### src/hdl/cpu_pkg.sv
// ----------------------------------------------------------
// CPU package
// Instruction fields, device and condition codes, ALU ops
// ----------------------------------------------------------
package cpu_pkg;

    // ----------------------------------------------------------
    // Vector types

    typedef logic [7:0]  byte_t;    // Data value
    typedef logic [15:0] addr_t;    // Program or data address
    typedef logic [47:0] instr_t;   // One microcode word
    typedef logic [7:0]  flags_t;   // ALU status, see FLAG_* positions

    // Memory sizes
    localparam int ROM_DEPTH = 256;
    localparam int RAM_DEPTH = 256;

    // ----------------------------------------------------------
    // Field positions in instr_t, LSB of each field

    localparam int F_IMMED  = 0;    // 8 bits
    localparam int F_DADDR  = 8;    // 16 bits, direct address
    localparam int F_AMODE  = 24;   // High selects direct mode
    localparam int F_INVERT = 27;   // Flips the condition result
    localparam int F_SETF   = 28;   // Flag register update
    localparam int F_COND   = 29;   // 4 bits
    localparam int F_BDEV   = 33;   // 3 bits
    localparam int F_ADEV   = 36;   // 3 bits
    localparam int F_TDEV   = 39;   // 4 bits
    localparam int F_ALU    = 43;   // 5 bits

    // Flag bit positions, ordered as condition codes 1 to 8
    localparam int FLAG_CARRY = 0;
    localparam int FLAG_ZERO  = 1;
    localparam int FLAG_OVF   = 2;
    localparam int FLAG_NEG   = 3;
    localparam int FLAG_GT    = 4;
    localparam int FLAG_LT    = 5;
    localparam int FLAG_EQ    = 6;
    localparam int FLAG_NE    = 7;

    // ----------------------------------------------------------
    // Encodings

    typedef enum logic [4:0] {
        ALU_ZERO, ALU_PASS_A, ALU_PASS_B, ALU_ADD, ALU_SUB, ALU_ADD_CARRY, ALU_AND,
        ALU_OR, ALU_XOR, ALU_NOT_A, ALU_INC_A, ALU_DEC_A, ALU_SHL_A, ALU_SHR_A
    } alu_op_t;   // Unlisted codes give zero

    typedef enum logic [2:0] {
        ADEV_A, ADEV_B, ADEV_C, ADEV_D, ADEV_MARLO, ADEV_MARHI, ADEV_IN_PORT, ADEV_ZERO
    } adev_t;

    typedef enum logic [2:0] {
        BDEV_A, BDEV_B, BDEV_C, BDEV_D, BDEV_MARLO, BDEV_MARHI, BDEV_RAM, BDEV_IMMED
    } bdev_t;

    typedef enum logic [3:0] {
        TDEV_A, TDEV_B, TDEV_C, TDEV_D, TDEV_MARLO, TDEV_MARHI, TDEV_RAM, TDEV_OUT_PORT,
        TDEV_PCHITMP, TDEV_PC, TDEV_HALT, TDEV_NONE
    } tdev_t;     // Codes above NONE act as NONE

    typedef enum logic [3:0] {
        COND_ALWAYS, COND_CARRY, COND_ZERO, COND_OVF, COND_NEG, COND_GT, COND_LT,
        COND_EQ, COND_NE, COND_DI, COND_DO, COND_NEVER
    } cond_t;     // Codes above DO never pass

endpackage

### src/hdl/program_counter.sv
// ----------------------------------------------------------
// Program counter with pchitmp jump register and halt flag
// ----------------------------------------------------------
`timescale 1ns/10ps

module program_counter import cpu_pkg::*; (
    input  logic  clk,
    input  logic  rst,
    input  logic  pchitmp_we,
    input  logic  pc_we,
    input  logic  halt_we,
    input  byte_t result,
    output addr_t pc,
    output logic  halted
);

    byte_t pchitmp;   // High byte of the next jump

    always_ff @(posedge clk) begin
        if (pchitmp_we) begin
            pchitmp <= result;
        end
    end

    always_ff @(posedge clk) begin
        if (rst) begin
            pc     <= '0;
            halted <= 1'b0;
        end else if (!halted) begin
            if (halt_we) begin
                halted <= 1'b1;                 // pc parks on the halt word
            end else if (pc_we) begin
                pc <= {pchitmp, result};        // Jump
            end else begin
                pc <= pc + 16'd1;
            end
        end
    end

endmodule

### config.mk
export PLATFORM = sky130hd
export DESIGN_NAME = program_counter
export DESIGN_NICKNAME = d
export VERILOG_FILES = /design/src/hdl/cpu_pkg.sv /design/src/hdl/program_counter.sv
export SDC_FILE = /design/constraint.sdc
export NUM_CORES = 1
export LEC_CHECK = 0
export BUFFER_PORTS_ARGS = -buffer_cell sky130_fd_sc_hd__buf_2
export CELL_PAD_IN_SITES_DETAIL_PLACEMENT = 0
export CELL_PAD_IN_SITES_GLOBAL_PLACEMENT = 2
export CORE_MARGIN = 3
export CORE_UTILIZATION = 33
export DETAILED_ROUTE_END_ITERATION = 8
export PLACE_DENSITY_LB_ADDON = 0.1
export SLEW_MARGIN = 25
export SYNTH_ARGS = -nofsm -noshare
export SYNTH_HDL_FRONTEND = slang
export SYNTH_SLANG_ARGS = --single-unit
### constraint.sdc
create_clock -name clk -period 2.8 [get_ports clk]
set_input_delay 0.28 -clock clk [delete_from_list [all_inputs] [get_ports clk]]
set_output_delay 0.28 -clock clk [all_outputs]
set_load 0.05 [all_outputs]
* Word level (Yosys, flattened, before mapping)
Cells that the tools add are included.
** Word-level totals
- Register bits after elaboration :: 25
- Latch bits :: 0
- Bits in writable memories :: 0
- Bits in read-only memories :: 0
- Input bits :: 13
- Output and inout bits :: 17
- Word-level logic and storage cells :: 10
- Memories :: 0
** Cells by class
- Add/sub/neg operators :: 1
- Multipliers :: 0
- Div/mod/pow operators :: 0
- Magnitude comparators :: 0
- Equality and inequality tests :: 0
- Shifts and indexed selects :: 0
- Multiplexer cells :: 3
- Bitwise gates (word level) :: 2
- Reduce and logical (&&, ||, !) cells :: 1
** Operator list (count)
- adder 16 x 1 -> 16 bit, second input constant :: 1
- two-way mux 16 bit :: 1
- two-way mux 1 bit :: 2
- NOT 1 bit :: 2
- AND reduction 2 bit :: 1

* Logic depth before layout (Yosys ltp)
Gate-level depths: netlist of the first run.
- Depth after elaboration :: 2
- Mapped depth :: 5

* Worst setup path before layout of the first run
OpenSTA, ideal clock, no wires.
- Kind :: reg2reg
- Start :: register pc[4]
- End :: register pc[15]
- Data arrival time :: 1.883 ns
- Data required time :: 2.730 ns
- Setup slack :: 0.846 ns
- Cell stages (with the launch flop) :: 6
- Clock period less this slack :: 1.954 ns
- Path through :: dfxtp_1 -> buf_2 -> nand4_4 -> or4_4 -> o31ai_2 -> o2bb2ai_1
** Between the ends
- Longest elaborated chain between the ends :: 2
** RTL lines
- start, declared :: RTL line program_counter.sv:13 : output addr_t pc,
- start signal, assigned :: RTL line program_counter.sv:33 : pc <= {pchitmp, result};
- start signal, assigned :: RTL line program_counter.sv:35 : pc <= pc + 16'd1;
- adder 16 x 1 -> 16 bit :: RTL line program_counter.sv:35
- two-way mux 16 bit :: RTL line program_counter.sv:32 : end else if (pc_we) begin
Every way passes these cells.
A chain may end at the register's enable or synchronous reset.

* Worst setup path after layout of the first run
- Start :: input port pc_we
- End :: register pc[8]
** Between the ends
- Longest elaborated chain between the ends :: 1
** RTL lines
- start, declared :: RTL line program_counter.sv:10 : input logic pc_we,
- two-way mux 16 bit :: RTL line program_counter.sv:32
Every way passes these cells.

==> metrics, run 1 <==
run status=completed; Mapped Area=0.00121 sq mm; Mapped Cells=131; Final nets=174; TritonCTS clock tree=yes; Worst Setup End Kind=flop; vias in the first global route=1079; most common cell after layout, fill and taps aside=buf_2; Buf+Inv Stages, Crit Path=1; setup repair bufs after CTS=0; Worst Path Max Fanout=31; Hold Fails Final Rpt=0; Routability Congestion=0.758; Clk pin slew, worst setup/hold paths=0.09 ns; Seq/Total Area, Yosys=48.0%; Detail Placement HPWL=2.26 mm; die height=66.5 microns; max_slew headroom=33.8%; Synth area leaders=dfxtp_1 (28%), edfxtp_1 (20%), o21ai_0 (7.0%); Worst Setup Start Kind=input pin; Hold Path Class=input pin to flop; routed wire length=3.15 mm; Rows=21; routed vias/inst=5.46; Required @ worst endpoint=3.00 ns; total number of vias=1120; GRT Overall Usage=15.7%; diode count=0; worst reg2reg setup slack=1.03 ns; Die W=66.5 microns; share of the synthesized area in the top cell type=28.2%; CP max-delay cell=nor4_1; Hold Buf Count CTS=0; cts repair resizes=0; Seq cells post-synth=25; Root Buffer=clkbuf_8; measured slew at the worst slew-check pin=0.985 ns; skew final=0.00356 ns; post-route setup slack=1.02 ns; WL/cell=15.3 microns; DRT antenna net count=0; Area Overhead vs Synth=18.8%; share of layout cells above drive strength 1=22.6%; most frequent cells in the layout=buf_2 (29), o21ai_0 (17), dfxtp_1 (17), a21oi_1 (10), nand2_1 (10); total global routing overflow=0; dpl ws=0.767 ns; static leakage=0.000545 uW; Die ar.=0.00442 sq mm; final period utilization=63.4%; initial DRC count=62; Core ar.=0.00344 sq mm; Setup-failing EPs final=0; clk_lat worst skew=0.27 ns; PwrDens=524 mW/mm^2; Clock Path Buffers=2; Yosys warning total=0; cells along the critical path=buf_2, nor4_1, o21ai_0, a21oi_1, o21bai_1; post-synth top area cell=dfxtp_1; Crit Path Category=input pin to flop; final core occ=41.7%; CP Data Arrival Time=1.98 ns; Initial Util=35.1%; TritonCTS Buffers=3; RSZ-0062 raised after global routing=false; Max stage delay on crit path=0.91 ns; Power Total=753 uW; setup tns final=0 ns; syn nets=145; first-pass GRT wire length=5.20 mm; Max-Cap Viols=0; minimum clock period=1.78 ns; Max Fclk=0.563 GHz; initial antenna violation count=0; syn_area_per_cell=9.23 sq um; num ports=30; pin count of the biggest net entering global routing=32; TritonCTS sink count=25; Detailed Routing Iterations Pass 1=4; H-tree Lvls=1; Crit path max-delay family=simple AND/OR/NAND/NOR gates; peak supply drop=0.151 mV; Max Slew Vio Count=0; synth unique cells=36; DRC viols=0; I/O Buffers=29
==> stage by stage <==
step                hold slack, ns  cell area, sq um  cells
floorplan                    0.379              1210    131
global placement             0.475              1390    201
detailed placement           0.476              1390    201
CTS                          0.196              1440    205
global route                 0.196              1440    205
finish                       0.203              1440    205
==> kinds of logic (layout without fill, tap and decap cells) <==
| group | after synthesis | after routing | synth area share (%) |
|---|---|---|---|
| mux | 2 | 2 | 1.66 |
| xor+xnor | 1 | 1 | 0.725 |
| simple gates | 45 | 45 | 20.8 |
| fa+ha+maj | 1 | 1 | 1.04 |
| buf+inv | 11 | 39 | 3.83 |
| compound gates | 46 | 46 | 23.9 |
| flops | 25 | 25 | 48.0 |
==> layer usage <==
metal / global-route usage [%] / routed length, microns / part of all wire [%]
met1: 22.1 / 1500 / 48
met2: 23.8 / 1450 / 46
met3: 2.02 / 158 / 5.0
met4: 6.85 / 36 / 1.1
met5: 0 / 0 / 0
==> Yosys cell counts <==
master     number
a32oi_1         3
nor3_1          6
or4_1           1
nor2_1          7
clkinv_1        1
o21ai_1         1
nand4_1         3
o31a_1          1
or3_1           1
buf_1           1
ha_1            1
a31oi_1         1
nand2_1        10
xnor2_1         1
dfxtp_1        17
o31ai_2         1
buf_2           1
and2_1          2
or4_4           1
mux2i_1         2
nand4_4         1
a21oi_1        10
nand3_1         4
clkbuf_1        3
and3_1          1
and4_1          1
inv_1           4
buf_4           1
edfxtp_1        8
nor3b_1         1
a22oi_1         4
o2bb2ai_1       5
nor4_1          6
o21bai_1        2
o22ai_1         1
o21ai_0        17
==> registers in the layout, summed over array words and instances, names as in the netlist <==
name / count
halted: 1
pc: 16
pchitmp: 8
==> cell type report <==
| type | instances | area [sq um] |
|---|---|---|
| Sequential cell | 25 | 581 |
| Timing Repair Buffer | 30 | 153 |
| Tap cell | 46 | 57.6 |
| Inverter | 5 | 18.8 |
| Clock buffer | 4 | 45.0 |
| Multi-Input combinational cell | 95 | 582 |
| Fill cell | 353 | 2010 |
==> power breakdown <==
part	switching, uW	internal, uW	total [uW]
Sequential	22.0	396	418
Combinational	86.6	34.1	121
Clock	112	102	213
==> path summary, 6_finish.rpt <==
kind,startpoint,endpoint,cells after the start
worst min-delay path,result[0],pchitmp[0]$_DFFE_PP_,1
worst max-delay path,pc_we,pc[8]$_SDFFE_PP0P_,5
worst max register to register,pc[4]$_SDFFE_PP0P_,pc[15]$_SDFFE_PP0P_,4
worst min register to register,pchitmp[6]$_DFFE_PP_,pc[14]$_SDFFE_PP0P_,2
No activity file was read; power rests on OpenSTA's default activity.
==> run 2: changes to the inputs <==
- CORE_UTILIZATION: 33 -> 31
- clock period: 2.8 -> 1.8 ns (I/O delays scaled with it)
==> run 2 against run 1 <==
Net effect:
- sequential power up 56%
- sequential share of layout area down 0.28 points
- non-clock buffer count up 3
- final cell count up 2.4%
- count of clock-buffer cells in the layout unchanged
- clock power up 61%
- global-route usage up 0.21 points
- first-iteration DRC count up 8.1%
- critical path depth down 1
- power up 58%
- die area up 5.9%
- core utilization down 2.1 points
- largest power group unchanged
==> metrics, run 2 (synthesis gave the netlist of run 1 again) <==
run status=completed; diode count=0 (unchanged); Max-Cap Viols=0 (unchanged); max_slew headroom=65.3% (+32 points); Detailed Routing Iterations Pass 1=4 (unchanged); Max Fclk=0.633 GHz; total number of vias=1148 (+2.5%); Power Internal=832 uW (+56%); Clk pin slew, worst setup/hold paths=0.09 ns (about the same); cts repair resizes=0 (unchanged); combinational power share=16.2% (+0.2 points); DRC viols=0 (unchanged); first-pass GRT wire length=5.42 mm (+4.1%); peak supply drop=0.376 mV (+150%); switching fraction of total power=29.9% (+0.66 points); Power Total=1190 uW (+58%); clk_lat worst skew=0.27 ns (about the same); Crit Path Category=flop to flop; total global routing overflow=0 (unchanged); pin count of the biggest net entering global routing=31 (-3.1%); final period utilization=87.8%; Regs by FF count=pc: 16 flops, pchitmp: 8 flops, halted: 1 flops; Root Buffer=clkbuf_8; WHS=0.0969 ns (-0.106 ns); I/O Buffers=29 (unchanged); Most flops, register=pc; most common cell after layout, fill and taps aside=buf_2; Initial Util=32.5% (-2.6 points); DRT antenna net count=0 (unchanged); H-tree Lvls=1 (unchanged); vias in the first global route=1124 (+4.2%); Core ar.=0.00372 sq mm (+8.0%); max FFs per register=16 (unchanged); Worst Path Max Fanout=9 (-71%); Hold Crit Depth=1 (unchanged); minimum clock period=1.58 ns; initial DRC count=67 (+8.1%); FF-to-FF Start=pc[4]$_SDFFE_PP0P_; Routability Congestion=0.730 (-3.7%); most frequent cells in the layout=buf_2 (29), o21ai_0 (17), a21oi_1 (10), nand2_1 (10), dfxtp_1 (9); Hold Fails Final Rpt=0 (unchanged); Hold Path Class=input pin to flop; Reg-to-Reg End=pc[15]$_SDFFE_PP0P_; TritonCTS clock tree=yes; routed wire length=3.34 mm (+6.1%); static leakage=0.000563 uW (+3.3%); initial antenna violation count=0 (unchanged); Clock Path Buffers=2 (unchanged); measured slew at the worst slew-check pin=0.520 ns (-0.464 ns); RSZ-0062 raised after global routing=false; CP Data Arrival Time=1.79 ns (-0.19 ns); P_sw=356 uW (+61%); post-route setup slack=0.220 ns (-0.804 ns); skew final=0.00160 ns (-0.00196 ns); Die ar.=0.00468 sq mm (+5.9%); Detail Placement HPWL=2.37 mm (+4.6%); share of layout cells above drive strength 1=29.0% (+6.4 points); GRT Overall Usage=15.9% (+0.21 points); routed vias/inst=5.47 (about the same); Rows=22 (+4.8%); TritonCTS Buffers=3 (unchanged); TritonCTS sink count=25 (unchanged); Die W=68.4 microns (+2.9%); Setup-failing EPs final=0 (unchanged); Fill cells=389 (+10%); num ports=30 (unchanged); dpl ws=0.246 ns (-0.521 ns); PwrDens=807 mW/mm^2 (+54%); Worst Setup End Kind=flop; Area Overhead vs Synth=21.7%; Hold Path Sink=pchitmp[6]$_DFFE_PP_; Max Slew Vio Count=0 (unchanged); WL/cell=15.9 microns (+3.5%); worst reg2reg setup slack=0.22 ns (-0.81 ns); Final nets=177 (+1.7%); setup tns final=0 ns (unchanged); Flop pwr share=54.9% (-0.7 points); Hold Buf Count CTS=0 (unchanged); Required @ worst endpoint=2.01 ns (-0.99 ns); FF-to-FF path depth=4 (unchanged); Hold Startpoint=result[6]; Worst Setup Start Kind=flop; setup repair bufs after CTS=0 (unchanged); die height=68.4 microns (+2.9%); Clock power frac=28.9% (+0.5 points)
[run 2: worst max-delay path by stage]
stage | from | end | slack, ns
global route | pc[0]$_SDFFE_PP0P_ | pc[14]$_SDFFE_PP0P_ | 0.03
floorplan | pc[10]$_SDFFE_PP0P_ | pc[15]$_SDFFE_PP0P_ | 0.03
detailed placement | pc[2]$_SDFFE_PP0P_ | pc[15]$_SDFFE_PP0P_ | 0.25
global placement | pc[0]$_SDFFE_PP0P_ | pc[14]$_SDFFE_PP0P_ | 0.25
finish | pc[4]$_SDFFE_PP0P_ | pc[15]$_SDFFE_PP0P_ | 0.22
CTS | pc[4]$_SDFFE_PP0P_ | pc[15]$_SDFFE_PP0P_ | 0.22
[run 2: routing by layer]
metal  track usage, %  up-vias  part of all wire [%]
met5                0        -                     0
met4             4.22        0                  0.57
met3             4.60        2                   5.2
met2             25.3       30                    48
met1             20.9      550                    46
li1                 -      566                     -
[run 2: worst max-delay path, cell delays in order, from the launching register on]
cell and delay (ns):
dfxtp_2 0.44, nand4_4 0.17, or4_4 0.58, o31ai_2 0.19, o2bb2ai_1 0.13
[run 2: final cells by class]
type	instances	area, sq um	area share, %
multi-input combinational	95	582	39.5
clock buffer	4	45.0	3.06
sequential	25	591	40.1
inverter	5	18.8	1.28
timing repair buffer	33	175	11.9
tap	48	60.1	4.08
[run 2: through the flow]
step | instance area (sq um) | utilization (%) | cells
6_report | 1470 | 39.6 | 210
2_1_floorplan | 1220 | - | 131
4_1_cts | 1470 | 39.6 | 210
3_3_place_gp | 1430 | 38.4 | 206
3_5_place_dp | 1430 | 38.4 | 206
5_1_grt | 1470 | 39.6 | 210
[run 2: power groups by stage]
| stage | logic (uW) | registers, uW | clock network, uW |
|---|---|---|---|
| floorplan | 66.7 | 725 | 0 |
| finish | 193 | 652 | 343 |
| global placement | 195 | 664 | 0 |
| CTS | 194 | 652 | 356 |
| detailed placement | 194 | 665 | 0 |
| global route | 212 | 659 | 383 |
==> run 3: changes to the inputs <==
--- a/config.mk
+++ b/config.mk
@@ -14,3 +14,3 @@
 export PLACE_DENSITY_LB_ADDON = 0.1
-export SLEW_MARGIN = 25
+export SLEW_MARGIN = 10
 export SYNTH_ARGS = -nofsm -noshare
==> constraint.sdc (replaced) <==
create_clock -name clk -period 1.8 [get_ports clk]
set_input_delay 0.09 -clock clk [delete_from_list [all_inputs] [get_ports clk]]
set_output_delay 0.09 -clock clk [all_outputs]
set_load 0.05 [all_outputs]
==> run 3 against run 2 <==
Net effect:
- power increased by 0.20%
- combinational power about the same
- global-route usage unchanged
- count of clock-buffer cells in the layout unchanged
- highest routed layer unchanged
==> metrics, run 3 (synthesis gave the netlist of run 1 again) <==
first-pass GRT wire length=5.42 mm (unchanged); Detail Placement HPWL=2.37 mm (unchanged); vias in the first global route=1124 (unchanged); total number of vias=1153 (+0.44%); total global routing overflow=0 (unchanged); Die W=68.4 microns (unchanged); max FFs per register=16 (unchanged); Setup-failing EPs final=0 (unchanged); peak supply drop=0.376 mV (about the same); DRC viols=0 (unchanged); TritonCTS sink count=25 (unchanged); Worst Setup Start Kind=flop; Clock Path Buffers=2 (unchanged); Rows=22 (unchanged); clk_lat worst skew=0.27 ns (about the same); Area Overhead vs Synth=22.6%; H-tree Lvls=1 (unchanged); Required @ worst endpoint=2.01 ns (about the same); Die ar.=0.00468 sq mm (unchanged); DRT antenna net count=0 (unchanged); Routability Congestion=0.730 (unchanged); GRT Overall Usage=15.9% (unchanged); diode count=0 (unchanged); switching fraction of total power=30.0% (about the same); P_sw=357 uW (+0.27%); most frequent cells in the layout=buf_2 (29), o21ai_0 (17), a21oi_1 (10), nand2_1 (10), dfxtp_1 (9); CP Data Arrival Time=1.79 ns (about the same); routed vias/inst=5.46 (about the same); Power Internal=834 uW (+0.17%); Regs by FF count=pc: 16 flops, pchitmp: 8 flops, halted: 1 flops; Max Slew Vio Count=0 (unchanged); Flop pwr share=54.8% (about the same); share of layout cells above drive strength 1=28.8% (-0.18 points); Final nets=178 (+0.56%); Max-Cap Viols=0 (unchanged); routed wire length=3.35 mm (+0.48%); I/O Buffers=29 (unchanged); num ports=30 (unchanged); Power Total=1190 uW (+0.20%); skew final=0.00194 ns (+0.000344 ns); Hold Path Class=input pin to flop; Max Fclk=0.633 GHz (about the same); Root Buffer=clkbuf_8; max_slew headroom=65.1% (-0.19 points); final period utilization=87.8% (about the same); Detailed Routing Iterations Pass 1=4 (unchanged); RSZ-0062 raised after global routing=false; WL/cell=15.9 microns (about the same); setup tns final=0 ns (unchanged); minimum clock period=1.58 ns (-0.0000580 ns); Worst Path Max Fanout=9 (unchanged); static leakage=0.000567 uW (+0.74%); combinational power share=16.4% (+0.2 points); Initial Util=32.5% (unchanged); Core ar.=0.00372 sq mm (unchanged); Clk pin slew, worst setup/hold paths=0.09 ns (about the same); Most flops, register=pc; Hold Fails Final Rpt=0 (unchanged); Crit Path Category=flop to flop; TritonCTS Buffers=3 (unchanged); initial DRC count=54 (-19%); initial antenna violation count=0 (unchanged); Worst Setup End Kind=flop; PwrDens=804 mW/mm^2 (-0.48%); measured slew at the worst slew-check pin=0.523 ns (+0.00291 ns); TritonCTS clock tree=yes; die height=68.4 microns (unchanged); pin count of the biggest net entering global routing=31 (unchanged); Clock power frac=28.9% (about the same); most common cell after layout, fill and taps aside=buf_2; run status=completed
==> run 3: cell count changes in the layout (fill, tap and decap cells not counted), sizes merged <==
cell / before / now
dlygate4sd3: 0 / 1
==> run 3: cell type report <==
class                   count  area (sq um)
fillers                   388          2230
flip-flops and latches     25           591
multi-input cells          95           582
repair buffers             34           185
well taps                  48          60.1
clock buffers               4          45.0
inverters                   5          18.8
==> run 3: power groups by stage <==
stage	clock, uW	combinational (uW)	sequential (uW)
after floorplan	0	66.7	725
after detailed placement	0	194	665
final	344	195	652
after global placement	0	195	664
after global routing	383	214	659
after CTS	356	194	652
==> run 3: worst max-delay path: stages (launching register included) <==
cell	delay [ns]
dfxtp_2	0.44
nand4_4	0.17
or4_4	0.59
o31ai_2	0.19
o2bb2ai_1	0.13
==> run 3: per-layer routing <==
layer / vias up / share of wire, % / GRT usage, %
li1: 566 / - / -
met1: 555 / 46 / 20.9
met2: 30 / 48 / 25.3
met3: 2 / 5.2 / 4.60
met4: 0 / 0.57 / 4.22
met5: - / 0 / 0
==> run 3: final timing paths <==
path | startpoint | to | slack [ns] | depth (start not counted)
setup / recovery | pc[4]$_SDFFE_PP0P_ | pc[15]$_SDFFE_PP0P_ | 0.22 | 4
setup reg to reg | pc[4]$_SDFFE_PP0P_ | pc[15]$_SDFFE_PP0P_ | 0.22 | 4
hold reg to reg | pc[1]$_SDFFE_PP0P_ | pc[1]$_SDFFE_PP0P_ | 0.50 | 2
hold / removal | result[6] | pchitmp[6]$_DFFE_PP_ | 0.007 | 1
==> run 3: what timing repair did <==
item,4_1_cts,5_1_grt
setup buffers,0,0
hold buffers,0,1
endpoints found under the hold margin,0,1
gates resized for setup,0,0
==> run 3: stage by stage <==
step	hold slack [ns]	cells	cell area, sq um	setup WS, ns	utilization, %
after floorplan	0.189	131	1220	0.0263	-
after global placement	0.292	206	1430	0.250	38.4
after detailed placement	0.288	206	1430	0.246	38.4
after CTS	0.00244	210	1470	0.220	39.6
after global routing	0.000662	211	1480	0.0260	39.9
final	0.00738	211	1480	0.220	39.9
