`config.mk`:
```
export PLATFORM = sky130hd
export DESIGN_NAME = controller
export DESIGN_NICKNAME = d
export VERILOG_FILES = /design/src/hdl/cpu_pkg.sv /design/src/hdl/controller.sv
export SDC_FILE = /design/constraint.sdc
export NUM_CORES = 1
export LEC_CHECK = 0
export BUFFER_PORTS_ARGS = -buffer_cell sky130_fd_sc_hd__clkbuf_2
export CAP_MARGIN = 5
export CELL_PAD_IN_SITES_DETAIL_PLACEMENT = 0
export CELL_PAD_IN_SITES_GLOBAL_PLACEMENT = 1
export CORE_MARGIN = 2
export CORE_UTILIZATION = 19
export DETAILED_ROUTE_END_ITERATION = 8
export GPL_ROUTABILITY_DRIVEN = 0
export PLACE_DENSITY_LB_ADDON = 0.1
export SYNTH_ARGS = -nofsm -noshare
export SYNTH_HDL_FRONTEND = slang
export SYNTH_SLANG_ARGS = --single-unit
```
`constraint.sdc`:
```
create_clock -name vclk -period 4.4
set_input_delay 0.44 -clock vclk [all_inputs]
set_output_delay 0.44 -clock vclk [all_outputs]
set_load 0.1 [all_outputs]
```
`src/hdl/cpu_pkg.sv`:
```
// ----------------------------------------------------------
// CPU package
// Instruction fields, device and condition codes, ALU ops
// ----------------------------------------------------------
package cpu_pkg;

    // ----------------------------------------------------------
    // Vector types

    typedef logic [7:0]  byte_t;    // Data value
    typedef logic [15:0] addr_t;    // Program or data address
    typedef logic [47:0] instr_t;   // One microcode word
    typedef logic [7:0]  flags_t;   // ALU status, see FLAG_* positions

    // Memory sizes
    localparam int ROM_DEPTH = 256;
    localparam int RAM_DEPTH = 256;

    // ----------------------------------------------------------
    // Field positions in instr_t, LSB of each field

    localparam int F_IMMED  = 0;    // 8 bits
    localparam int F_DADDR  = 8;    // 16 bits, direct address
    localparam int F_AMODE  = 24;   // High selects direct mode
    localparam int F_INVERT = 27;   // Flips the condition result
    localparam int F_SETF   = 28;   // Flag register update
    localparam int F_COND   = 29;   // 4 bits
    localparam int F_BDEV   = 33;   // 3 bits
    localparam int F_ADEV   = 36;   // 3 bits
    localparam int F_TDEV   = 39;   // 4 bits
    localparam int F_ALU    = 43;   // 5 bits

    // Flag bit positions, ordered as condition codes 1 to 8
    localparam int FLAG_CARRY = 0;
    localparam int FLAG_ZERO  = 1;
    localparam int FLAG_OVF   = 2;
    localparam int FLAG_NEG   = 3;
    localparam int FLAG_GT    = 4;
    localparam int FLAG_LT    = 5;
    localparam int FLAG_EQ    = 6;
    localparam int FLAG_NE    = 7;

    // ----------------------------------------------------------
    // Encodings

    typedef enum logic [4:0] {
        ALU_ZERO, ALU_PASS_A, ALU_PASS_B, ALU_ADD, ALU_SUB, ALU_ADD_CARRY, ALU_AND,
        ALU_OR, ALU_XOR, ALU_NOT_A, ALU_INC_A, ALU_DEC_A, ALU_SHL_A, ALU_SHR_A
    } alu_op_t;   // Unlisted codes give zero

    typedef enum logic [2:0] {
        ADEV_A, ADEV_B, ADEV_C, ADEV_D, ADEV_MARLO, ADEV_MARHI, ADEV_IN_PORT, ADEV_ZERO
    } adev_t;

    typedef enum logic [2:0] {
        BDEV_A, BDEV_B, BDEV_C, BDEV_D, BDEV_MARLO, BDEV_MARHI, BDEV_RAM, BDEV_IMMED
    } bdev_t;

    typedef enum logic [3:0] {
        TDEV_A, TDEV_B, TDEV_C, TDEV_D, TDEV_MARLO, TDEV_MARHI, TDEV_RAM, TDEV_OUT_PORT,
        TDEV_PCHITMP, TDEV_PC, TDEV_HALT, TDEV_NONE
    } tdev_t;     // Codes above NONE act as NONE

    typedef enum logic [3:0] {
        COND_ALWAYS, COND_CARRY, COND_ZERO, COND_OVF, COND_NEG, COND_GT, COND_LT,
        COND_EQ, COND_NE, COND_DI, COND_DO, COND_NEVER
    } cond_t;     // Codes above DO never pass

endpackage

```
`src/hdl/controller.sv`:
```
// ----------------------------------------------------------
// Controller
// Splits the microcode word, evaluates the condition, and
// decodes the target device into qualified write enables
// ----------------------------------------------------------
`timescale 1ns/10ps

module controller import cpu_pkg::*; (
    input  instr_t     instr,
    input  flags_t     flags,
    input  logic       di,          // Input byte available
    input  logic       do_ready,    // Output register free
    input  byte_t      marlo,
    output adev_t      a_sel,
    output bdev_t      b_sel,
    output alu_op_t    alu_op,
    output byte_t      immed,
    output byte_t      mem_addr,
    output logic       exec,
    output logic       flags_we,
    output logic [3:0] reg_we,      // a, b, c, d
    output logic       marlo_we,
    output logic       marhi_we,
    output logic       ram_we,
    output logic       out_we,
    output logic       pchitmp_we,
    output logic       pc_we,
    output logic       halt_we
);

    cond_t       cond;
    tdev_t       tdev;
    logic        amode;
    logic        invert;
    logic        set_flags;
    logic [15:0] cond_in;     // One status input per condition code

    // ----------------------------------------------------------
    // Field split

    assign immed     = instr[F_IMMED +: 8];
    assign amode     = instr[F_AMODE];
    assign invert    = instr[F_INVERT];
    assign set_flags = instr[F_SETF];
    assign cond      = cond_t'(instr[F_COND +: 4]);
    assign b_sel     = bdev_t'(instr[F_BDEV +: 3]);
    assign a_sel     = adev_t'(instr[F_ADEV +: 3]);
    assign tdev      = tdev_t'(instr[F_TDEV +: 4]);
    assign alu_op    = alu_op_t'(instr[F_ALU +: 5]);

    // ----------------------------------------------------------
    // Condition

    // Bit 0 always, flags in code order, then DI and DO
    // Top five codes tie low so they never pass
    assign cond_in = {5'b0, do_ready, di, flags, 1'b1};

    assign exec     = cond_in[cond] ^ invert;   // Invert turns "if X" into "unless X"
    assign flags_we = set_flags & exec;

    // Register mode uses marlo, direct mode the instruction address
    assign mem_addr = amode ? instr[F_DADDR +: 8] : marlo;

    // ----------------------------------------------------------
    // Target decode, nothing fires on a failed condition

    always_comb begin
        reg_we     = '0;
        marlo_we   = 1'b0;
        marhi_we   = 1'b0;
        ram_we     = 1'b0;
        out_we     = 1'b0;
        pchitmp_we = 1'b0;
        pc_we      = 1'b0;
        halt_we    = 1'b0;
        if (exec) begin
            case (tdev)
                TDEV_A, TDEV_B,
                TDEV_C, TDEV_D: reg_we[tdev[1:0]] = 1'b1;
                TDEV_MARLO:     marlo_we   = 1'b1;
                TDEV_MARHI:     marhi_we   = 1'b1;
                TDEV_RAM:       ram_we     = 1'b1;
                TDEV_OUT_PORT:  out_we     = 1'b1;
                TDEV_PCHITMP:   pchitmp_we = 1'b1;
                TDEV_PC:        pc_we      = 1'b1;
                TDEV_HALT:      halt_we    = 1'b1;
                default:        ;                   // none
            endcase
        end
    end

endmodule

```
Yosys cells after proc, flatten, opt, wreduce, memory -nomap -nowiden
Index checks and enable logic that the tools add are counted.
{"block": "totals", "register_bits": 0, "input_bits": 66, "output_inout_bits": 40, "word_cells": 39}
{"block": "op_classes", "magnitude_cmp": 3, "n_eq_ne": 10, "muxes": 21, "bitwise": 2, "n_reduce_logical": 3}
{"cell": "$eq A4 B3 Y1 const B", "n": 4}
{"cell": "$mux W1", "n": 16}
{"cell": "$eq A4 B4 Y1 const B", "n": 3}
{"cell": "$eq A4 B2 Y1 const B", "n": 2}
{"cell": "$mux W4", "n": 2}
{"cell": "$mux W8", "n": 1}
{"cell": "$lt A4 B5 Y1 const B", "n": 1}
{"cell": "$bmux W1 S4", "n": 1}
{"cell": "$eq A4 B1 Y1 const B", "n": 1}
{"cell": "$logic_not A4 Y1", "n": 1}
{"cell": "$reduce_or A4 Y1", "n": 1}
{"cell": "$lt A2 B3 Y1 const B", "n": 1}
{"cell": "$demux W1 S2", "n": 1}
{"cell": "$ge A2 B1 Y1 const B", "n": 1}
{"cell": "$and A1 B1 Y1", "n": 1}
{"cell": "$logic_and A1 B1 Y1", "n": 1}
{"cell": "$xor A1 B1 Y1", "n": 1}

Depth between registers and ports, before layout
Gate-level depths: netlist of the first run.
{"block": "depth", "word_depth": 6, "mapped_depth": 5, "ltp_nobuf": 4}

Worst setup path before layout of the first run
OpenSTA, ideal clock, no wires.
{"block": "synth_path", "path_kind": "input port to output port", "from": "input instr[29]", "to": "output flags_we", "arrival_ns": 3.228, "required_time_ns": 3.960, "slack_ns": 0.732, "cell_stages": 5, "path_buffers": 1, "cell_sequence": "mux4_2 > and3b_4 > a311oi_4 > buf_8 > mux2i_1"}
{"block": "synth_via", "elab_chain_cells": 4}
{"item": "start: declaration", "line": "controller.sv:9", "text": "input instr_t instr,"}
{"item": "$bmux W1 S4", "line": "controller.sv:58", "text": "assign exec = cond_in[cond] ^ invert; // Invert turns \"if X\" into \"unless X\""}
{"item": "$mux W1 (implied by the code)", "line": "controller.sv:58"}
{"item": "$xor A1 B1 Y1", "line": "controller.sv:58"}
{"item": "$and A1 B1 Y1", "line": "controller.sv:59", "text": "assign flags_we = set_flags & exec;"}
{"item": "end: declaration", "line": "controller.sv:20", "text": "output logic flags_we,"}
No other way between the ends. The select of a mux whose other input is x is not followed.

Worst setup path after layout of the first run
{"block": "layout_path", "from": "input instr[29]", "to": "output ram_we"}
{"block": "layout_via", "elab_chain_cells": 4}
{"item": "$bmux W1 S4", "line": "controller.sv:58"}
{"item": "$mux W1 (implied by the code)", "line": "controller.sv:58"}
{"item": "$xor A1 B1 Y1", "line": "controller.sv:58"}
{"item": "$mux W1", "line": "controller.sv:76", "text": "if (exec) begin"}
{"item": "end: declaration", "line": "controller.sv:24", "text": "output logic ram_we,"}
No other way between the ends. The select of a mux whose other input is x is not followed.

==> results.cfg, run 1 <==
[logic_synthesis]
synth_area_um2 = 711
synthCells = 97
ys_seq_area_frac = 0
synth_cell_types = 21
synth_warnings = 0
syn_avg_cell_area_um2 = 7.33
synth_fp_nets = 163

[sta]
fin_crit_ns = 3.27
fmax_ghz = 0.306
worstMarginPinSlew_ns = 0.930
fin_crit_sh = 0.743
hold_viol_final = 0
rsz0062_at_grt = false
fin_tns_setup_ns = 0
slew_viol_final = 0
slew_headroom = 0.380
setup_violations = 0

[power]
power_density_nw_per_um2 = 169
ir_drop_uv = 112
leakagePower_uw = 0.000453

[job]
maxCapViolCount = 0

[route]
drt_iter0_drc = 10
vias_per_cell = 4.21
post_drt_wl_per_cell_um = 11.3
drcViolationCount = 0
ant_nets = 0
vias = 758
routed_wl_mm = 2.03
drt_pass1_iterations = 2

[worst_setup_path]
cp-start-kind = input port
path_class = input port to output pin
worstPathRequired_ns = 3.96
crit_arrival_ns = 2.83
cp_max_fo = 13
cp-end-kind = output pin

[die]
core_um2 = 3630
die_w_um = 65.2
die_h_um = 65.2
io_pins = 106
dieArea_um2 = 4250
num_rows = 22
start_util = 0.196

[layout]
seq_area_um2 = 0
nets = 200
layout-drive-gt1-share = 0.530
synthToLayoutAreaGrowth_pct = 25.5
nClkBuffers = 0
n_sequential_cell = 0
diodes = 0
multi_input_area_um2 = 538
final_area_um2 = 892
fillers = 415

[hold_path]
hp-class = input port to output pin
hold_depth = 0

[global_routing]
grt_usage = 0.101
grt_max_degree = 26
grt_overflow = 0
grt_pass1_wl_mm = 3.48
first_global_vias = 780
antenna_found_initial = 0

[cts]
postCtsHoldBufs = 0
cts_setup_buffers = 0
cts_resized = 0

[placed_design]
io_buffers = 58
placed_area_um2 = 892
dpl.hpwl_mm = 1.78

[status]
status = completed
## worst max-delay path, cell delays in order
cell      delay [ns]
clkbuf_2        0.15
mux4_2          0.50
and3b_4         0.19
a311oi_4        0.75
mux2i_1         0.30
clkbuf_2        0.48
## where the power goes
group	internal, uW	switching (uW)
Combinational	39.7	111
Clock	0	0
Sequential	0	0
Total	39.7	111
## path summary, 6_finish.rpt
path / from / end / slack, ns
hold / removal: instr[36] / a_sel[0] / 0.88
setup / recovery: instr[29] / ram_we / 1.13
## metrics by stage
step	hold WS (ns)	total power (uW)	utilization	worst slack (ns)	std cells
5_1_grt	0.880	160	0.246	0.959	180
4_1_cts	0.881	153	0.246	1.06	180
3_5_place_dp	0.881	153	0.246	1.06	180
3_3_place_gp	0.881	153	0.246	1.07	180
2_1_floorplan	1.09	202	-	0.732	97
6_report	0.880	151	0.246	1.13	180
## synthesized netlist by cell type (all sizes together)
cell type | count | share of area
xnor2 | 1 | 0.012
mux2 | 8 | 0.13
buf | 20 | 0.22
or3 | 7 | 0.062
a2111oi | 1 | 0.021
nor2 | 8 | 0.042
mux4 | 1 | 0.032
nor3 | 4 | 0.028
inv | 1 | 0.0053
nor3b | 1 | 0.011
mux2i | 13 | 0.18
nand2 | 14 | 0.074
and3b | 1 | 0.018
clkbuf | 3 | 0.016
a311oi | 1 | 0.037
nand2b | 9 | 0.079
or2 | 1 | 0.0088
o21ai | 2 | 0.014
nor2b | 1 | 0.0088
## cell usage in the layout, fill, tap and decap left out, drive strengths merged
cell,instances
nor3b,1
and3b,1
nor2,8
mux2,8
inv,1
mux4,1
clkbuf,58
nand2b,9
a2111oi,1
or2,1
xnor2,1
nor2b,1
nand2,14
o21ai,2
a311oi,1
nor3,4
or3,7
mux2i,13
## kinds of logic after synthesis
kind of cell | share of synthesized area
xor gates and xnor gates | 0.0123
AOI/OAI and AO/OA | 0.0722
muxes | 0.342
buffers and inverters | 0.243
and+or+nand+nor | 0.331
## layer usage
layer	vias to the layer above	GRT usage	wire length, um
li1	385	-	-
met1	320	0.106	715
met3	18	0.00685	148
met2	35	0.207	1090
met5	-	0	0
met4	0	0.0365	74
## cell type report
cell class         instances  area share
inverters                  1     0.00421
multi-input cells         73       0.603
well taps                 48      0.0673
repair buffers            58       0.325
Note: power is estimated with default switching activity, not from simulation.
==> run 2: changes to the inputs <==
--- a/config.mk
+++ b/config.mk
@@ -10,7 +10,7 @@
 export CELL_PAD_IN_SITES_DETAIL_PLACEMENT = 0
 export CELL_PAD_IN_SITES_GLOBAL_PLACEMENT = 1
 export CORE_MARGIN = 2
-export CORE_UTILIZATION = 19
+export CORE_UTILIZATION = 18
 export DETAILED_ROUTE_END_ITERATION = 8
 export GPL_ROUTABILITY_DRIVEN = 0
 export PLACE_DENSITY_LB_ADDON = 0.1
==> constraint.sdc (replaced) <==
create_clock -name vclk -period 3.3
set_input_delay 0.33 -clock vclk [all_inputs]
set_output_delay 0.33 -clock vclk [all_outputs]
set_load 0.1 [all_outputs]
==> run 2 against run 1 <==
Against the previous run:
- sequential share of layout area unchanged
- combinational power is 42% higher
- count of clock-buffer cells in the layout stayed put
- final area is 20% higher
- core utilization increased by 4.2 points
- die area grew 5.2%
- critical path depth up 1
- wire length down 7.4%
- non-clock buffer count is 1 higher
- via count increased by 2.5%
- sequential cell count is the same
- total power grew 42%
==> results.cfg, run 2 (same netlist as run 1, synthesis figures left out) <==
[power]
leakagePower_uw = 0.000498
ir_drop_uv = 127
p_int_uw = 65.4
netSwitchingFraction = 0.696
power_density_nw_per_um2 = 201
p_clk_frac = 0
netSwitchingPower_uw = 149
p_seq_frac = 0
p_comb_frac = 1.000

[sta]
fmax_ghz = 0.392
slew_viol_final = 0
fin_crit_ns = 2.55
worst_slack_ns = 0.751
hold_viol_final = 0
rsz0062_at_grt = false
setup_violations = 0
slew_headroom = 0.641
fin_crit_sh = 0.772
worstMarginPinSlew_ns = 0.541

[status]
status = completed

[global_routing]
antenna_found_initial = 0
grt_overflow = 0
grt_max_degree = 26
grt_usage = 0.0853
grt_pass1_wl_mm = 3.11
first_global_vias = 729

[route]
vias_per_cell = 4.29
drt_iter0_drc = 11
ant_nets = 0
post_drt_wl_per_cell_um = 10.4
routed_wl_mm = 1.88
drt_pass1_iterations = 2
top_layer_used = met4
met3_length_um = 244
vias = 777
wl_met2_um = 936
drcViolationCount = 0
wl_met1_um = 674

[cts]
cts_resized = 0
cts_setup_buffers = 0
postCtsHoldBufs = 0

[worst_setup_path]
worstPathRequired_ns = 2.97
cp_max_fo = 13
crit_arrival_ns = 2.22
cp-start-kind = input port
path_class = input port to output pin
cp-end-kind = output pin

[layout]
nClkBuffers = 0
fin_util = 0.288
final_common_cell = clkbuf_2
layout_common_cells = 45 x clkbuf_2, 14 x nand2_1, 13 x mux2i_1
multi_input_area_um2 = 538
synthToLayoutAreaGrowth_pct = 50.5
final_cells = 181
nets = 201
fillers = 401
layout-drive-gt1-share = 0.534
n_sequential_cell = 0
seq_area_um2 = 0
diodes = 0

[die]
num_rows = 22
dieArea_um2 = 4470
die_h_um = 66.8
io_pins = 106
core_um2 = 3720
start_util = 0.191
die_w_um = 66.8

[placed_design]
post-place-ws_ns = 0.710
place_inst = 181
io_buffers = 58
dpl.hpwl_mm = 1.62

[hold_path]
hp-class = input port to output pin

[job]
maxCapViolCount = 0
[run 2: cell types whose count changed in the layout (fill, tap and decap cells not counted), sizes merged]
cell | previous run | this run
buf | 0 | 14
clkbuf | 58 | 45
[run 2: power by group through the flow]
stage / Combinational [uW] / Clock (uW) / Sequential [uW]
CTS: 217 / 0 / 0
global route: 226 / 0 / 0
detailed placement: 217 / 0 / 0
floorplan: 269 / 0 / 0
global placement: 216 / 0 / 0
finish: 215 / 0 / 0
[run 2: path summary, 6_finish.rpt]
kind / start / to / slack, ns / cells past startpoint
worst min-delay path: instr[37] / a_sel[1] / 0.66 / 0
worst max-delay path: instr[29] / ram_we / 0.75 / 7
[run 2: worst max-delay path: stages]
cell	delay, ns
clkbuf_2	0.15
mux4_2	0.51
and3b_4	0.20
a311oi_4	0.19
buf_4	0.28
mux2i_1	0.34
buf_12	0.22
[run 2: layout make-up]
cell class	instances	area share
well taps	48	0.0561
multi-input cells	73	0.503
inverters	1	0.00351
repair buffers	59	0.437
[run 2: routing by layer]
layer	GRT usage	up-vias
met2	0.163	49
met4	0.0128	0
li1	-	386
met3	0.0186	8
met1	0.0978	334
met5	0	-
[run 2: through the flow]
stage          TNS (ns)  hold WS (ns)  area, um2  power (uW)
2_1_floorplan     -1.33         0.872        711         269
3_3_place_gp          0         0.661       1070         216
3_5_place_dp          0         0.661       1070         217
4_1_cts               0         0.661       1070         217
5_1_grt               0         0.660       1070         226
6_report              0         0.660       1070         215
==> run 3: changes to the inputs <==
--- a/config.mk
+++ b/config.mk
@@ -5,12 +5,13 @@
 export SDC_FILE = /design/constraint.sdc
 export NUM_CORES = 1
 export LEC_CHECK = 0
+export ABC_AREA = 1
 export BUFFER_PORTS_ARGS = -buffer_cell sky130_fd_sc_hd__clkbuf_2
 export CAP_MARGIN = 5
 export CELL_PAD_IN_SITES_DETAIL_PLACEMENT = 0
 export CELL_PAD_IN_SITES_GLOBAL_PLACEMENT = 1
 export CORE_MARGIN = 2
-export CORE_UTILIZATION = 18
+export CORE_UTILIZATION = 12
 export DETAILED_ROUTE_END_ITERATION = 8
 export GPL_ROUTABILITY_DRIVEN = 0
 export PLACE_DENSITY_LB_ADDON = 0.1
==> constraint.sdc (replaced) <==
create_clock -name vclk -period 2.3
set_input_delay 0.23 -clock vclk [all_inputs]
set_output_delay 0.23 -clock vclk [all_outputs]
set_load 0.1 [all_outputs]
==> run 3 against run 2 <==
Against the previous run:
- synthesized area fell by 23%
- largest cell class unchanged
- final cell count grew 2.2%
- count of clock-buffer cells in the layout stayed put
- sequential cell count is the same
- die area is 15% higher
- via count down 17%
- final area is 27% lower
- non-clock buffer count decreased by 1
- global-route usage is 2.4 points lower
- worst setup slack worse by 0.22 ns
- core utilization shrank 11 points
- synthesized cell count down 1.0%
==> results.cfg, run 3 <==
[logic_synthesis]
synth_compound_area_frac = 0.0297
synth_top_cell_by_area = buf_4
synthAdderAreaFrac = 0
syn_avg_cell_area_um2 = 5.71
yosysMostFrequentCell = nand2_1
ys_seq_area_frac = 0
synth_area_um2 = 548
synth_simple_gate_area_frac = 0.429
synth_mux_area_frac = 0.164
synth_commonest_cells = 23 x nand2_1, 19 x buf_4, 12 x inv_1
synth_fp_nets = 162
synth_cell_types = 16
synthCells = 96
synth_xor_area_frac = 0
synth_top_family_by_area = simple AND/OR/NAND/NOR gates
synthTopCellsByArea = buf_4 26%, mux2_2 16%, nand2_1 16%, nor2_2 9.1%, inv_1 8.2%
synth_warnings = 0
synth_top_area_frac = 0.260

[status]
status = completed

[hold_path]
hold_start = instr[36]
hp-class = input port to output pin
hold_depth = 0
hold_path_end = a_sel[0]

[layout]
multi_input_area_um2 = 342
layout-drive-gt1-share = 0.586
nClkBuffers = 0
layout_common_cells = 45 x clkbuf_2, 23 x nand2_1, 13 x buf_4
seq_area_um2 = 0
nets = 201
synthToLayoutAreaGrowth_pct = 42.0
diodes = 0
fillers = 523
final_common_cell = clkbuf_2
n_sequential_cell = 0
final_cells = 185

[sta]
fin_crit_ns = 1.77
fmax_ghz = 0.565
fin_tns_setup_ns = 0
holdWs_ns = 0.460
rsz0062_at_grt = false
setup_violations = 0
hold_viol_final = 0
fin_crit_sh = 0.770
slew_headroom = 0.635
slew_viol_final = 0
worstMarginPinSlew_ns = 0.551

[cts]
cts_resized = 0
postCtsHoldBufs = 0
cts_setup_buffers = 0

[worst_setup_path]
cp-start-kind = input port
cp_common_cell = nand2_1
slowest_stage = buf_4
cp-end-kind = output pin
crit_chain = clkbuf_2 > inv_2 > nand2_1 > o22ai_1 > nand2_1 > nand3_1 > nand2_2 > nor2_1 > buf_4
max_stage_delay_ns = 0.31
crit_arrival_ns = 1.54
path_class = input port to output pin
worstPathRequired_ns = 2.07
cp_max_fo = 13

[route]
ant_nets = 0
vias = 646
wl_met1_um = 670
vias_per_cell = 3.49
routed_wl_mm = 1.74
drt_iter0_drc = 12
drt_pass1_iterations = 4
top_layer_used = met4
post_drt_wl_per_cell_um = 9.42
drcViolationCount = 0
met3_length_um = 215
wl_met2_um = 852

[placed_design]
io_buffers = 58
dpl.hpwl_mm = 1.64
place_inst = 185

[power]
power_density_nw_per_um2 = 336
ir_drop_uv = 59.6
total_power_uw = 262
leakagePower_uw = 0.000451

[die]
die_h_um = 71.6
io_pins = 106
die_w_um = 71.6
dieArea_um2 = 5120
core_um2 = 4380
num_rows = 24
start_util = 0.125

[global_routing]
grt_max_degree = 14
antenna_found_initial = 0
grt_pass1_wl_mm = 2.71
grt_usage = 0.0614
first_global_vias = 609
grt_overflow = 0

[job]
maxCapViolCount = 0
-- run 3: cell count changes in the layout (fill, tap and decap cells not counted), sizes merged, moves of 4 or more --
cell	before	now
mux2i	13	0
nand2b	9	0
or3	7	0
nor2	8	20
nand3	0	7
nand2	14	24
inv	1	13
nor3	4	0
-- run 3: how the worst max path moves through the flow --
| stage | to | slack (ns) | from |
|---|---|---|---|
| 6_report | marhi_we | 0.53 | instr[29] |
| 5_1_grt | reg_we[3] | 0.32 | instr[29] |
| 4_1_cts | marhi_we | 0.49 | instr[29] |
| 3_5_place_dp | marhi_we | 0.49 | instr[29] |
| 3_3_place_gp | reg_we[3] | 0.49 | instr[29] |
| 2_1_floorplan | marhi_we | 0.1 | flags[0] |
-- run 3: logic make-up after synthesis --
family / Yosys count
AO/OA/AOI/OAI: 3
buffers and inverters: 34
multiplexers: 8
AND/OR/NAND/NOR: 51
-- run 3: critical path, delay by kind of cell --
kind                   cells  cell delay, ns
buffers and inverters      3            0.54
AO/OA/AOI/OAI              1            0.15
AND/OR/NAND/NOR            5            0.62
-- run 3: layout make-up --
type / count / area share
inverters: 13 / 0.0627
multi-input cells: 62 / 0.439
repair buffers: 58 / 0.415
well taps: 52 / 0.0836
-- run 3: power breakdown --
part | internal [uW] | switching [uW]
clock network | 0 | 0
logic | 63.1 | 199
registers | 0 | 0
total | 63.1 | 199
-- run 3: layer usage --
metal,vias up,GRT usage
met2,43,0.118
met4,0,0.00419
met3,2,0.0127
met1,254,0.0721
met5,-,0
li1,347,-
-- run 3: metrics by stage --
| step | utilization | setup WS [ns] | area (um2) |
|---|---|---|---|
| 2_1_floorplan | - | 0.0978 | 548 |
| 3_3_place_gp | 0.178 | 0.495 | 778 |
| 3_5_place_dp | 0.178 | 0.490 | 778 |
| 4_1_cts | 0.178 | 0.489 | 778 |
| 5_1_grt | 0.178 | 0.324 | 778 |
| 6_report | 0.178 | 0.529 | 778 |
